===== config.mk =====
export PLATFORM = sky130hd
export DESIGN_NAME = raster_top
export DESIGN_NICKNAME = d
export VERILOG_FILES = /design/src/verilog/raster_cmd_pkg.sv /design/src/verilog/raster_geom_pkg.sv /design/src/verilog/bbox_rasterizer.sv /design/src/verilog/cmd_decoder.sv /design/src/verilog/fb_writer.sv /design/src/verilog/raster_top.sv
export SDC_FILE = /design/constraint.sdc
export NUM_CORES = 2
export LEC_CHECK = 0
export BUFFER_PORTS_ARGS = -buffer_cell sky130_fd_sc_hd__buf_2
export CORE_ASPECT_RATIO = 1.4
export CORE_UTILIZATION = 56
export DETAILED_ROUTE_END_ITERATION = 8
export PLACE_DENSITY = 0.72
export SLEW_MARGIN = 20
export SYNTH_ARGS = -nofsm -noshare
export SYNTH_HDL_FRONTEND = slang
export SYNTH_SLANG_ARGS = --single-unit

===== constraint.sdc =====
create_clock -name clk -period 12.14 [get_ports clk]
set_input_delay 2.428 -clock clk [delete_from_list [all_inputs] [get_ports clk]]
set_output_delay 2.428 -clock clk [all_outputs]
set_load 0.1 [all_outputs]

===== src/verilog/raster_cmd_pkg.sv =====
package raster_cmd_pkg;

    // command opcodes accepted by the decoder
    typedef enum logic [1:0] {
        OP_NOP       = 2'd0,
        OP_SET_COLOR = 2'd1,
        OP_TRIANGLE  = 2'd2,
        OP_CLEAR     = 2'd3
    } opcode_t;

    // rasterizer FSM states
    typedef enum logic [2:0] {
        ST_IDLE     = 3'd0,
        ST_VERIFY   = 3'd1,
        ST_INIT     = 3'd2,
        ST_DRAW     = 3'd3,
        ST_NEW_LINE = 3'd4,
        ST_DONE     = 3'd5
    } rast_state_t;

endpackage


===== src/verilog/raster_geom_pkg.sv =====
package raster_geom_pkg;

    // signed vertex coordinates, wide enough for off-screen vertices
    localparam int COORD_W = 8;

    // framebuffer dimensions in pixels
    localparam int FB_W = 16;
    localparam int FB_H = 16;
    localparam int FB_SIZE = FB_W * FB_H;

    // framebuffer address, one address per pixel in row-major order
    localparam int ADDR_W = 8;

    // colour depth of a pixel
    localparam int PIX_W = 8;

    // one bit wider than ADDR_W so a full-frame job count of 256 fits
    localparam int CNT_W = 9;

    // last valid column and row, used for clamping and for clear
    localparam logic signed [COORD_W-1:0] X_LAST = COORD_W'(FB_W - 1);
    localparam logic signed [COORD_W-1:0] Y_LAST = COORD_W'(FB_H - 1);

endpackage


===== src/verilog/bbox_rasterizer.sv =====
`timescale 1ns/1ps

module bbox_rasterizer
    import raster_geom_pkg::*;
    import raster_cmd_pkg::*;
(
    input  logic                      clk,
    input  logic                      rst,
    input  logic                      i_start,
    input  logic signed [COORD_W-1:0] i_x0,
    input  logic signed [COORD_W-1:0] i_y0,
    input  logic signed [COORD_W-1:0] i_x1,
    input  logic signed [COORD_W-1:0] i_y1,
    input  logic signed [COORD_W-1:0] i_x2,
    input  logic signed [COORD_W-1:0] i_y2,
    output logic                      o_wr_en,
    output logic [ADDR_W-1:0]         o_wr_addr,
    output logic                      o_done
);

    rast_state_t state;

    // unclamped and clamped box straight from the vertex inputs
    logic signed [COORD_W-1:0] raw_min_x, raw_max_x, raw_min_y, raw_max_y;
    logic signed [COORD_W-1:0] clp_min_x, clp_max_x, clp_min_y, clp_max_y;
    logic                      box_valid;

    // box captured in VERIFY and held for the rest of the job
    logic signed [COORD_W-1:0] box_min_x, box_max_x, box_min_y, box_max_y;

    // current pixel position while walking the box
    logic signed [COORD_W-1:0] x, y;

    // added to the address after a row to land on the next row's first pixel
    logic [ADDR_W-1:0] line_jump;

    function automatic logic signed [COORD_W-1:0] min3(
        input logic signed [COORD_W-1:0] a,
        input logic signed [COORD_W-1:0] b,
        input logic signed [COORD_W-1:0] c
    );
        logic signed [COORD_W-1:0] ab;
        ab = (a < b) ? a : b;
        return (ab < c) ? ab : c;
    endfunction

    function automatic logic signed [COORD_W-1:0] max3(
        input logic signed [COORD_W-1:0] a,
        input logic signed [COORD_W-1:0] b,
        input logic signed [COORD_W-1:0] c
    );
        logic signed [COORD_W-1:0] ab;
        ab = (a > b) ? a : b;
        return (ab > c) ? ab : c;
    endfunction

    always_comb begin
        raw_min_x = min3(i_x0, i_x1, i_x2);
        raw_max_x = max3(i_x0, i_x1, i_x2);
        raw_min_y = min3(i_y0, i_y1, i_y2);
        raw_max_y = max3(i_y0, i_y1, i_y2);

        clp_min_x = (raw_min_x < 0) ? '0 : raw_min_x;
        clp_max_x = (raw_max_x > X_LAST) ? X_LAST : raw_max_x;
        clp_min_y = (raw_min_y < 0) ? '0 : raw_min_y;
        clp_max_y = (raw_max_y > Y_LAST) ? Y_LAST : raw_max_y;

        // a single row or column is still a valid box
        box_valid = (clp_min_x <= clp_max_x) && (clp_min_y <= clp_max_y);
    end

    always_ff @(posedge clk or posedge rst) begin
        if (rst) begin
            state   <= ST_IDLE;
            o_wr_en <= 1'b0;
            o_done  <= 1'b0;
        end else begin
            case (state)
                ST_IDLE: begin
                    if (i_start) begin
                        state <= ST_VERIFY;
                    end
                end
                ST_VERIFY: begin
                    if (box_valid) begin
                        state <= ST_INIT;
                    end else begin
                        o_done <= 1'b1;
                        state  <= ST_DONE;
                    end
                end
                ST_INIT: begin
                    o_wr_en <= 1'b1;
                    state   <= ST_DRAW;
                end
                ST_DRAW: begin
                    // the last pixel of the row is written in this cycle
                    if (x >= box_max_x) begin
                        o_wr_en <= 1'b0;
                        state   <= ST_NEW_LINE;
                    end
                end
                ST_NEW_LINE: begin
                    if (y < box_max_y) begin
                        o_wr_en <= 1'b1;
                        state   <= ST_DRAW;
                    end else begin
                        o_done <= 1'b1;
                        state  <= ST_DONE;
                    end
                end
                ST_DONE: begin
                    o_done <= 1'b0;
                    state  <= ST_IDLE;
                end
                default: state <= ST_IDLE;
            endcase
        end
    end

    // the address always steps with x, so after a row it sits one past the row's end
    always_ff @(posedge clk) begin
        case (state)
            ST_VERIFY: begin
                box_min_x <= clp_min_x;
                box_max_x <= clp_max_x;
                box_min_y <= clp_min_y;
                box_max_y <= clp_max_y;
            end
            ST_INIT: begin
                x         <= box_min_x;
                y         <= box_min_y;
                o_wr_addr <= ADDR_W'(box_min_y) * ADDR_W'(FB_W) + ADDR_W'(box_min_x);
                line_jump <= ADDR_W'(FB_W)
                             - (ADDR_W'(box_max_x) - ADDR_W'(box_min_x) + ADDR_W'(1));
            end
            ST_DRAW: begin
                x         <= x + COORD_W'(1);
                o_wr_addr <= o_wr_addr + ADDR_W'(1);
            end
            ST_NEW_LINE: begin
                x         <= box_min_x;
                y         <= y + COORD_W'(1);
                o_wr_addr <= o_wr_addr + line_jump;
            end
            default: begin
            end
        endcase
    end

    // every write lies in the clamped box and its address matches the pixel position
    a_wr_in_box: assert property (@(posedge clk) disable iff (rst)
        o_wr_en |-> ((x >= box_min_x) && (x <= box_max_x)
                     && (y >= box_min_y) && (y <= box_max_y)
                     && (o_wr_addr == ADDR_W'(y) * ADDR_W'(FB_W) + ADDR_W'(x))))
        else $error("write address %0d does not match pixel (%0d, %0d) in the box",
                    o_wr_addr, x, y);

    a_done_pulse: assert property (@(posedge clk) disable iff (rst)
        o_done |=> !o_done)
        else $error("o_done held for more than one cycle");

endmodule


===== src/verilog/cmd_decoder.sv =====
`timescale 1ns/1ps

module cmd_decoder
    import raster_geom_pkg::*;
    import raster_cmd_pkg::*;
(
    input  logic                      clk,
    input  logic                      rst,
    input  logic                      i_cmd_valid,
    input  opcode_t                   i_opcode,
    input  logic signed [COORD_W-1:0] i_x0,
    input  logic signed [COORD_W-1:0] i_y0,
    input  logic signed [COORD_W-1:0] i_x1,
    input  logic signed [COORD_W-1:0] i_y1,
    input  logic signed [COORD_W-1:0] i_x2,
    input  logic signed [COORD_W-1:0] i_y2,
    input  logic [PIX_W-1:0]          i_color,
    input  logic                      i_job_done,
    output logic                      o_ready,
    output logic                      o_start,
    output logic signed [COORD_W-1:0] o_x0,
    output logic signed [COORD_W-1:0] o_y0,
    output logic signed [COORD_W-1:0] o_x1,
    output logic signed [COORD_W-1:0] o_y1,
    output logic signed [COORD_W-1:0] o_x2,
    output logic signed [COORD_W-1:0] o_y2,
    output logic [PIX_W-1:0]          o_color
);

    logic             busy;
    logic             accept;
    logic             launch;
    logic             set_color;
    logic [PIX_W-1:0] color_reg;

    assign o_ready = ~busy;
    assign accept  = i_cmd_valid & ~busy;

    always_comb begin
        launch    = 1'b0;
        set_color = 1'b0;
        case (i_opcode)
            OP_SET_COLOR: set_color = accept;
            OP_TRIANGLE:  launch    = accept;
            OP_CLEAR:     launch    = accept;
            default:      launch    = 1'b0;
        endcase
    end

    // busy spans from the start pulse to the writer's completion
    always_ff @(posedge clk or posedge rst) begin
        if (rst) begin
            busy      <= 1'b0;
            o_start   <= 1'b0;
            color_reg <= '0;
        end else begin
            o_start <= launch;
            if (launch) begin
                busy <= 1'b1;
            end else if (i_job_done) begin
                busy <= 1'b0;
            end
            if (set_color) begin
                color_reg <= i_color;
            end
        end
    end

    // clear is a triangle whose bounding box is the whole frame, drawn in colour 0
    always_ff @(posedge clk) begin
        if (launch) begin
            if (i_opcode == OP_CLEAR) begin
                o_x0    <= '0;
                o_y0    <= '0;
                o_x1    <= X_LAST;
                o_y1    <= '0;
                o_x2    <= '0;
                o_y2    <= Y_LAST;
                o_color <= '0;
            end else begin
                o_x0    <= i_x0;
                o_y0    <= i_y0;
                o_x1    <= i_x1;
                o_y1    <= i_y1;
                o_x2    <= i_x2;
                o_y2    <= i_y2;
                o_color <= color_reg;
            end
        end
    end

    // the writer only reports completion for a job that this decoder started
    a_done_while_busy: assert property (@(posedge clk) disable iff (rst)
        i_job_done |-> busy)
        else $error("job completion arrived while no job was running");

endmodule


===== src/verilog/fb_writer.sv =====
`timescale 1ns/1ps

module fb_writer
    import raster_geom_pkg::*;
(
    input  logic              clk,
    input  logic              rst,
    input  logic              i_start,
    input  logic              i_wr_en,
    input  logic [ADDR_W-1:0] i_wr_addr,
    input  logic [PIX_W-1:0]  i_color,
    input  logic              i_done,
    input  logic [ADDR_W-1:0] i_rd_addr,
    output logic [PIX_W-1:0]  o_rd_data,
    output logic [CNT_W-1:0]  o_pixel_count,
    output logic              o_job_done
);

    // one byte per pixel, row-major, contents undefined until the first clear
    logic [PIX_W-1:0] mem [FB_SIZE];

    always_ff @(posedge clk) begin
        if (i_wr_en) begin
            mem[i_wr_addr] <= i_color;
        end
    end

    // registered read port, one cycle of latency
    always_ff @(posedge clk) begin
        o_rd_data <= mem[i_rd_addr];
    end

    // start and the first write of a job are always at least two cycles apart
    always_ff @(posedge clk or posedge rst) begin
        if (rst) begin
            o_pixel_count <= '0;
        end else if (i_start) begin
            o_pixel_count <= '0;
        end else if (i_wr_en) begin
            o_pixel_count <= o_pixel_count + CNT_W'(1);
        end
    end

    // completion trails the rasterizer's done by one cycle
    always_ff @(posedge clk or posedge rst) begin
        if (rst) begin
            o_job_done <= 1'b0;
        end else begin
            o_job_done <= i_done;
        end
    end

endmodule


===== src/verilog/raster_top.sv =====
`timescale 1ns/1ps

module raster_top
    import raster_geom_pkg::*;
    import raster_cmd_pkg::*;
(
    input  logic                      clk,
    input  logic                      rst,
    input  logic                      i_cmd_valid,
    input  opcode_t                   i_opcode,
    input  logic signed [COORD_W-1:0] i_x0,
    input  logic signed [COORD_W-1:0] i_y0,
    input  logic signed [COORD_W-1:0] i_x1,
    input  logic signed [COORD_W-1:0] i_y1,
    input  logic signed [COORD_W-1:0] i_x2,
    input  logic signed [COORD_W-1:0] i_y2,
    input  logic [PIX_W-1:0]          i_color,
    input  logic [ADDR_W-1:0]         i_rd_addr,
    output logic                      o_ready,
    output logic                      o_done,
    output logic [CNT_W-1:0]          o_pixel_count,
    output logic [PIX_W-1:0]          o_rd_data
);

    logic                      start;
    logic signed [COORD_W-1:0] vx0, vy0, vx1, vy1, vx2, vy2;
    logic [PIX_W-1:0]          job_color;
    logic                      wr_en;
    logic [ADDR_W-1:0]         wr_addr;
    logic                      rast_done;

    cmd_decoder u_decoder (
        .clk(clk), .rst(rst), .i_cmd_valid(i_cmd_valid), .i_opcode(i_opcode),
        .i_x0(i_x0), .i_y0(i_y0), .i_x1(i_x1), .i_y1(i_y1), .i_x2(i_x2), .i_y2(i_y2),
        .i_color(i_color), .i_job_done(o_done), .o_ready(o_ready), .o_start(start),
        .o_x0(vx0), .o_y0(vy0), .o_x1(vx1), .o_y1(vy1), .o_x2(vx2), .o_y2(vy2),
        .o_color(job_color)
    );

    bbox_rasterizer u_rasterizer (
        .clk(clk), .rst(rst), .i_start(start),
        .i_x0(vx0), .i_y0(vy0), .i_x1(vx1), .i_y1(vy1), .i_x2(vx2), .i_y2(vy2),
        .o_wr_en(wr_en), .o_wr_addr(wr_addr), .o_done(rast_done)
    );

    fb_writer u_writer (
        .clk(clk), .rst(rst), .i_start(start), .i_wr_en(wr_en), .i_wr_addr(wr_addr),
        .i_color(job_color), .i_done(rast_done), .i_rd_addr(i_rd_addr),
        .o_rd_data(o_rd_data), .o_pixel_count(o_pixel_count), .o_job_done(o_done)
    );

endmodule


==> After elaboration in Yosys (flattened, before gate mapping) <==
Memories as Yosys holds them, arrays and structs flattened. A register that Yosys moved wholly into a read port is not among the register bits.
Cells that the tools add are included.
{ "classes": {"n_reduce_logical": 13, "n_mux": 34, "div": 0, "shift": 0, "n_eq_ne": 13, "n_lt_le_gt_ge": 16, "addsub": 9, "n_mul": 0, "bitwise": 2} }
{ "op_table": {"columns": ["operator", "n"], "rows": [
  ["8-bit two-way mux", 12],
  ["8-bit < comparator", 5],
  ["8-bit greater-than comparator", 4],
  ["8-bit one-hot mux with 2 select lines", 2],
  ["8-bit by 2-bit adder with 8-bit output, second input constant", 3],
  ["8-bit one-hot mux with 3 select lines", 1],
  ["9-bit two-way mux", 2],
  ["8-bit adder", 2],
  ["8-bit by 5-bit greater-than comparator with 1-bit output, second input constant", 2],
  ["8-bit <= comparator", 2],
  ["8-bit by 1-bit < comparator with 1-bit output, second input constant", 2],
  ["3-bit one-hot mux with 5 select lines", 1],
  ["3-bit two-way mux", 4],
  ["1-bit two-way mux", 10],
  ["9-bit by 1-bit adder with 9-bit output, second input constant", 1],
  ["8-bit by 1-bit adder with 8-bit output, second input constant", 1],
  ["8-bit >= comparator", 1],
  ["2-bit nonzero test", 4],
  ["6-bit by 8-bit subtractor with 8-bit output, first input constant", 1],
  ["8-bit subtractor", 1],
  ["3-bit by 2-bit == test with 1-bit output, second input constant", 2],
  ["3-bit == test, second input constant", 2],
  ["2-bit != test, second input constant", 3],
  ["1-bit one-hot mux with 3 select lines", 2],
  ["other kinds (12)", 17]
]} }
{ "word_totals": {"mem_bits_rw": 2048, "mem_count": 1, "elab_cells": 111, "output_inout_bits": 19, "mem_bits_ro": 0, "latchBits": 0, "regBits": 145} }
{ "memory_table": {"columns": ["memory", "words", "width", "read_ports", "rd_ports_with_merged_regs", "write_ports", "line", "source"], "rows": [
  ["u_writer.mem", 256, 8, 1, 1, 1, "fb_writer.sv:20", "logic [PIX_W-1:0] mem [FB_SIZE];"]
]} }

==> Longest topological paths before layout <==
{ "depth": {"ltp_word": 10, "ltp_mapped": 27} }

==> Hierarchy <==
A second synthesis with hierarchy kept.
{ "unflattened": {"cells_unflattened": 4740, "area_unflattened_um2": 88931.5} }
{ "by_module_without_submodules": {"columns": ["module", "n_inst", "seq_area_each_um2", "area_each_um2", "cells_per_inst"], "rows": [
  ["fb_writer", 1, 61909.4, 80158.1, 3919],
  ["bbox_rasterizer", 1, 1986.9, 6282.3, 677],
  ["cmd_decoder", 1, 1931.9, 2491.1, 144]
]} }

==> Least setup slack after synthesis <==
OpenSTA, ideal clock, no wires.
{ "synth_timing": {"path_type": "reg2reg", "from": "register u_decoder.o_y0[5]", "to": "register u_rasterizer.state[2]", "t_arrival_ns": 5.429, "synth_period_minus_slack_ns": 5.549, "path_buffers": 1, "path_slack_ns": 6.591, "required_ns": 12.020, "stages_incl_launch_ff": 26, "cell_sequence": "edfxtp_1 > ha_1 > a21o_1 > a21o_1 > o41ai_4 > nor2_4 > buf_6 > o21ai_0 > ha_1 > and4_1 > nand4_1 > o311ai_0 > o31ai_2 > a31o_2 > inv_2 > a211oi_2 > nor2_1 > ha_1 > nor2b_1 > o21a_1 > o211ai_1 > a21oi_1 > a211o_1 > a211oi_2 > nand2_1 > a41o_1"} }
{ "synth_via": {"elab_chain_len": 10} }
{ "synth_rtl": {"columns": ["element", "line", "source"], "rows": [
  ["start, declared", "cmd_decoder.sv:22", "output logic signed [COORD_W-1:0] o_y0,"],
  ["start signal, assigned", "cmd_decoder.sv:82", "o_y0 <= i_y0;"],
  ["8-bit greater-than comparator", "bbox_rasterizer.sv:53", "ab = (a > b) ? a : b;"],
  ["8-bit two-way mux *", "bbox_rasterizer.sv:53", null],
  ["8-bit greater-than comparator", "bbox_rasterizer.sv:54", "return (ab > c) ? ab : c;"],
  ["8-bit two-way mux *", "bbox_rasterizer.sv:54", null],
  ["8-bit by 5-bit greater-than comparator with 1-bit output", "bbox_rasterizer.sv:66", "clp_max_y = (raw_max_y > Y_LAST) ? Y_LAST : raw_max_y;"],
  ["8-bit two-way mux *", "bbox_rasterizer.sv:66", null],
  ["net u_rasterizer.clp_max_y[7]", "bbox_rasterizer.sv:25", "logic signed [COORD_W-1:0] clp_min_x, clp_max_x, clp_min_y, clp_max_y;"],
  ["8-bit <= comparator *", "bbox_rasterizer.sv:69", "box_valid = (clp_min_x <= clp_max_x) && (clp_min_y <= clp_max_y);"],
  ["1-bit logical AND *", "bbox_rasterizer.sv:69", null],
  ["3-bit two-way mux *", "bbox_rasterizer.sv:85", "if (box_valid) begin"],
  ["3-bit one-hot mux with 5 select lines *", "bbox_rasterizer.sv:78", "case (state)"],
  ["end signal, assigned", "bbox_rasterizer.sv:81", "state <= ST_VERIFY;"],
  ["end signal, assigned", "bbox_rasterizer.sv:86", "state <= ST_INIT;"],
  ["end signal, assigned", "bbox_rasterizer.sv:89", "state <= ST_DONE;"],
  ["end, declared", "bbox_rasterizer.sv:21", "rast_state_t state;"]
]} }
The timed path passes the listed nets; every way through them passes the cells marked *.
A chain may end at the register's enable or synchronous reset.

==> Final worst setup path <==
{ "layout_timing": {"from": "register u_decoder.o_y1[5]", "to": "register u_rasterizer.state[2]"} }
{ "layout_via": {"elab_chain_len": 10} }
{ "layout_rtl": {"columns": ["element", "line", "source"], "rows": [
  ["start, declared", "cmd_decoder.sv:24", "output logic signed [COORD_W-1:0] o_y1,"],
  ["start signal, assigned", "cmd_decoder.sv:84", "o_y1 <= i_y1;"],
  ["8-bit greater-than comparator", "bbox_rasterizer.sv:53", null],
  ["8-bit two-way mux *", "bbox_rasterizer.sv:53", null],
  ["8-bit greater-than comparator", "bbox_rasterizer.sv:54", null],
  ["8-bit two-way mux *", "bbox_rasterizer.sv:54", null],
  ["8-bit by 5-bit greater-than comparator with 1-bit output", "bbox_rasterizer.sv:66", null],
  ["8-bit two-way mux *", "bbox_rasterizer.sv:66", null],
  ["net u_rasterizer.clp_max_y[7]", "bbox_rasterizer.sv:25", null],
  ["8-bit <= comparator *", "bbox_rasterizer.sv:69", null],
  ["1-bit logical AND *", "bbox_rasterizer.sv:69", null],
  ["3-bit two-way mux *", "bbox_rasterizer.sv:85", null],
  ["3-bit one-hot mux with 5 select lines *", "bbox_rasterizer.sv:78", null]
]} }
Marked as above.

==> results.sh <==
export IMPL_gr_usage_met3_pct=3.93
export IMPL_drt_total_wl_um=196000
export IMPL_nNetsFinal=4697
export IMPL_fmax_ghz=0.149
export IMPL_numCtsBuffers=192
export IMPL_rsz0062_at_grt="no"
export IMPL_drive_gt1_share_pct=20.8
export IMPL_start_util_pct=56.4
export IMPL_viasPerCell=6.41
export IMPL_antenna_found_initial=2
export IMPL_reg2reg_depth=25
export IMPL_worstSetupStartpointType="flip-flop"
export IMPL_path_clk_slew_ns=0.06
export IMPL_busiest_layer="met2"
export IMPL_clock_latency_ns=0.83
export IMPL_synthFlopType="edfxtp_1"
export IMPL_clock_sinks=2199
export IMPL_grt_ovfl_total=0
export IMPL_p_switching_mw=2.97
export IMPL_pwr_share_comb_pct=3.2
export IMPL_drt_iter0_drc=4594
export IMPL_status="completed"
export IMPL_slew_headroom_pct=11.6
export IMPL_dp_cells=6406
export IMPL_avgSynthCellArea_um2=19.9
export IMPL_grt_pass1_vias=44600
export IMPL_track_usage_pct=25.2
export IMPL_multi_input_area_mm2=0.0205
export IMPL_cts_tree="yes"
export IMPL_htree_levels=4
export IMPL_ys_types=72
export IMPL_critPathArrivalTime_ns=7.44
export IMPL_ys_ff_latch=2199
export IMPL_rr_endpoint="u_rasterizer.state[2]"
export IMPL_core_area_mm2=0.155
export IMPL_crit_type="flip-flop to flip-flop"
export IMPL_drc=0
export IMPL_setup_viol=0
export IMPL_syn_to_final_growth_pct=9.92
export IMPL_required_ns=12.85
export IMPL_globalplace_congestion=0.866
export IMPL_numPortBuffers=87
export IMPL_period_minus_slack_ns=6.72
export IMPL_min_path_type="flip-flop to flip-flop"
export IMPL_firstDrtPassIters=7
export IMPL_slew_violations=0
export IMPL_drv_cap=0
export IMPL_regArea_mm2=0.0658
export IMPL_r2r_slack_ns=5.42
export IMPL_seq_area_frac_synth_pct=75.1
export IMPL_largest_register_ffs=2048
export IMPL_top_level_ports=88
export IMPL_synthCells=4412
export IMPL_regToRegStartpoint="u_decoder.o_y1[5]"
export IMPL_via_count=43300
export IMPL_cts_hold_buffers=0
export IMPL_synth_yosys_warnings=0
export IMPL_synth_fp_nets=4585
export IMPL_finalCritPeriodShare_pct=55.4
export IMPL_cts_setup_buffers=0
export IMPL_critPathCaptureType="flip-flop"
export IMPL_tightestPinTransition_ns=1.33
export IMPL_ys_async_sr_fraction_pct=1.14
export IMPL_leakagePower_nw=25.8
export IMPL_grt_max_degree=182
export IMPL_ctsResizeCount=0
export IMPL_worstSetupStartpoint="u_decoder.o_y1[5]"
export IMPL_grt_pass1_wl_um=290000
export IMPL_crit_fanout=15
export IMPL_post_drt_wl_per_cell_um=29.0
export IMPL_reg_top3="u_writer.mem x2048, u_writer.o_pixel_count x9"
export IMPL_top_register="u_writer.mem"
export IMPL_synth_edff_count=2166
export IMPL_fillCellCount=10700
export IMPL_endpoint="u_rasterizer.state[2]"
export IMPL_power_share_switching_pct=20.4
export IMPL_tns_ns=0
export IMPL_row_count=171
export IMPL_grt_util_met1_pct=32.2
export IMPL_instances_no_fill=6756
export IMPL_p_int_mw=11.5
export IMPL_max_stage_delay_ns=0.89
export IMPL_p_clk_share_pct=40.2
export IMPL_use_met2_pct=42.9
export IMPL_drtAntennaViolNets=0
export IMPL_slowest_stage="o31ai_2"
export IMPL_fin_skew_ns=0.0202
export IMPL_dieArea_mm2=0.158
export IMPL_die_y_um=470
export IMPL_place_hpwl_um=118000
export IMPL_die_x_um=336
export IMPL_cts_root_buffer_cell="clkbuf_16"
export IMPL_cts_buffer_depth=3
export IMPL_synth_area_mm2=0.0876
export IMPL_cp_common_cell="ha_1"
export IMPL_hold_violations=0
export IMPL_pwr_density_cell_mw_per_mm2=151
export IMPL_ir_drop_uv=117
export IMPL_p_seq_share_pct=56.6
[stage by stage]
step	hold WS (ns)	setup slack, ns	area [um2]	power (mW)	util (%)
floorplan	0.388	6.59	87600	8.68	-
global placement	0.454	5.28	90400	8.85	58.2
detailed placement	0.482	5.31	90400	8.85	58.2
CTS	0.480	5.38	96300	14.6	62.0
global route	0.503	4.84	96300	14.9	62.0
finish	0.472	5.42	96300	14.5	62.0
[placed cells by master, fill, tap and decap left out, types with 42 or more instances in the layout]
| cell type | n |
|---|---|
| buf_2 | 85 |
| clkinv_1 | 57 |
| a221oi_1 | 64 |
| buf_4 | 72 |
| a21oi_1 | 42 |
| edfxtp_1 | 2166 |
| ha_1 | 101 |
| and2_1 | 55 |
| a22o_1 | 64 |
| nor2_1 | 310 |
| nand2_1 | 153 |
| a22oi_1 | 176 |
| nand3_1 | 53 |
| inv_1 | 87 |
| mux4_2 | 512 |
| clkbuf_16 | 193 |
[final cells by class]
| class | count | share of cell area, % |
|---|---|---|
| flip-flops and latches | 2199 | 68.3 |
| multi-input cells | 1874 | 21.3 |
| clock buffers | 234 | 5.17 |
| well taps | 2076 | 2.70 |
| repair buffers | 167 | 1.19 |
| clock inverters | 115 | 0.964 |
| inverters | 90 | 0.351 |
| diodes | 1 | 0.00260 |
[power groups by stage]
stage	Combinational [mW]	Sequential (mW)	Clock, mW
global route	0.478	8.22	6.16
global placement	0.460	8.39	0
finish	0.458	8.22	5.83
floorplan	0.270	8.41	0
CTS	0.461	8.22	5.89
detailed placement	0.460	8.39	0
[worst min path at each step]
| stage | start | end | slack, ns | cells after the start |
|---|---|---|---|---|
| after global placement | u_writer.o_job_done | u_decoder.busy | 0.45 | 1 |
| after floorplan | u_rasterizer.o_done | u_writer.o_job_done | 0.39 | 0 |
| final | u_writer.o_job_done | u_decoder.busy | 0.47 | 1 |
| after detailed placement | u_writer.o_job_done | u_decoder.busy | 0.48 | 1 |
| after global routing | u_writer.o_job_done | u_decoder.busy | 0.50 | 1 |
| after CTS | u_writer.o_job_done | u_decoder.busy | 0.48 | 1 |
[cells by family (layout without fill, tap and decap cells)]
kind of cell | Yosys count | in the layout | share of synthesized area [%]
buffers and inverters | 339 | 606 | 1.54
AOI/OAI and AO/OA | 511 | 511 | 4.45
xor gates and xnor gates | 35 | 35 | 0.350
other | 0 | 1 | 0
DFF | 2199 | 2199 | 75.1
muxes | 546 | 546 | 13.6
and+or+nand+nor | 678 | 678 | 3.45
adders and majority gates | 104 | 104 | 1.51
[cells in the mapped netlist (19+ instances only)]
cell type | number | area share (%)
nor2_1 | 312 | 1.3
a21oi_1 | 42 | 0.24
a221oi_1 | 64 | 0.64
nand2_1 | 153 | 0.66
a22o_1 | 64 | 0.64
o21ai_0 | 41 | 0.23
nand2b_1 | 19 | 0.14
ha_1 | 101 | 1.4
o221ai_1 | 33 | 0.33
nand4_1 | 19 | 0.14
mux4_2 | 512 | 13
a22oi_1 | 176 | 1.5
nand3_1 | 53 | 0.30
dfrtp_1 | 25 | 0.71
buf_2 | 56 | 0.32
clkbuf_1 | 179 | 0.77
inv_1 | 88 | 0.38
and2_1 | 56 | 0.40
edfxtp_1 | 2166 | 74
xnor2_1 | 19 | 0.19
[worst max-delay path: cells and delay by family (launching register included)]
kind | cells | cell delay, ns
fa+ha+maj | 3 | 0.87
compound gates | 14 | 4.31
buf+inv | 2 | 0.20
flops | 1 | 0.42
simple gates | 6 | 0.82
[routing by layer]
layer	vias up	wire length (um)	share of wire, %
li1	18400	-	-
met1	22600	71900	37
met2	1897	102000	52
met3	437	13000	6.6
met4	0	9020	4.6
met5	-	0	0
No activity file was read; power rests on OpenSTA's default activity.
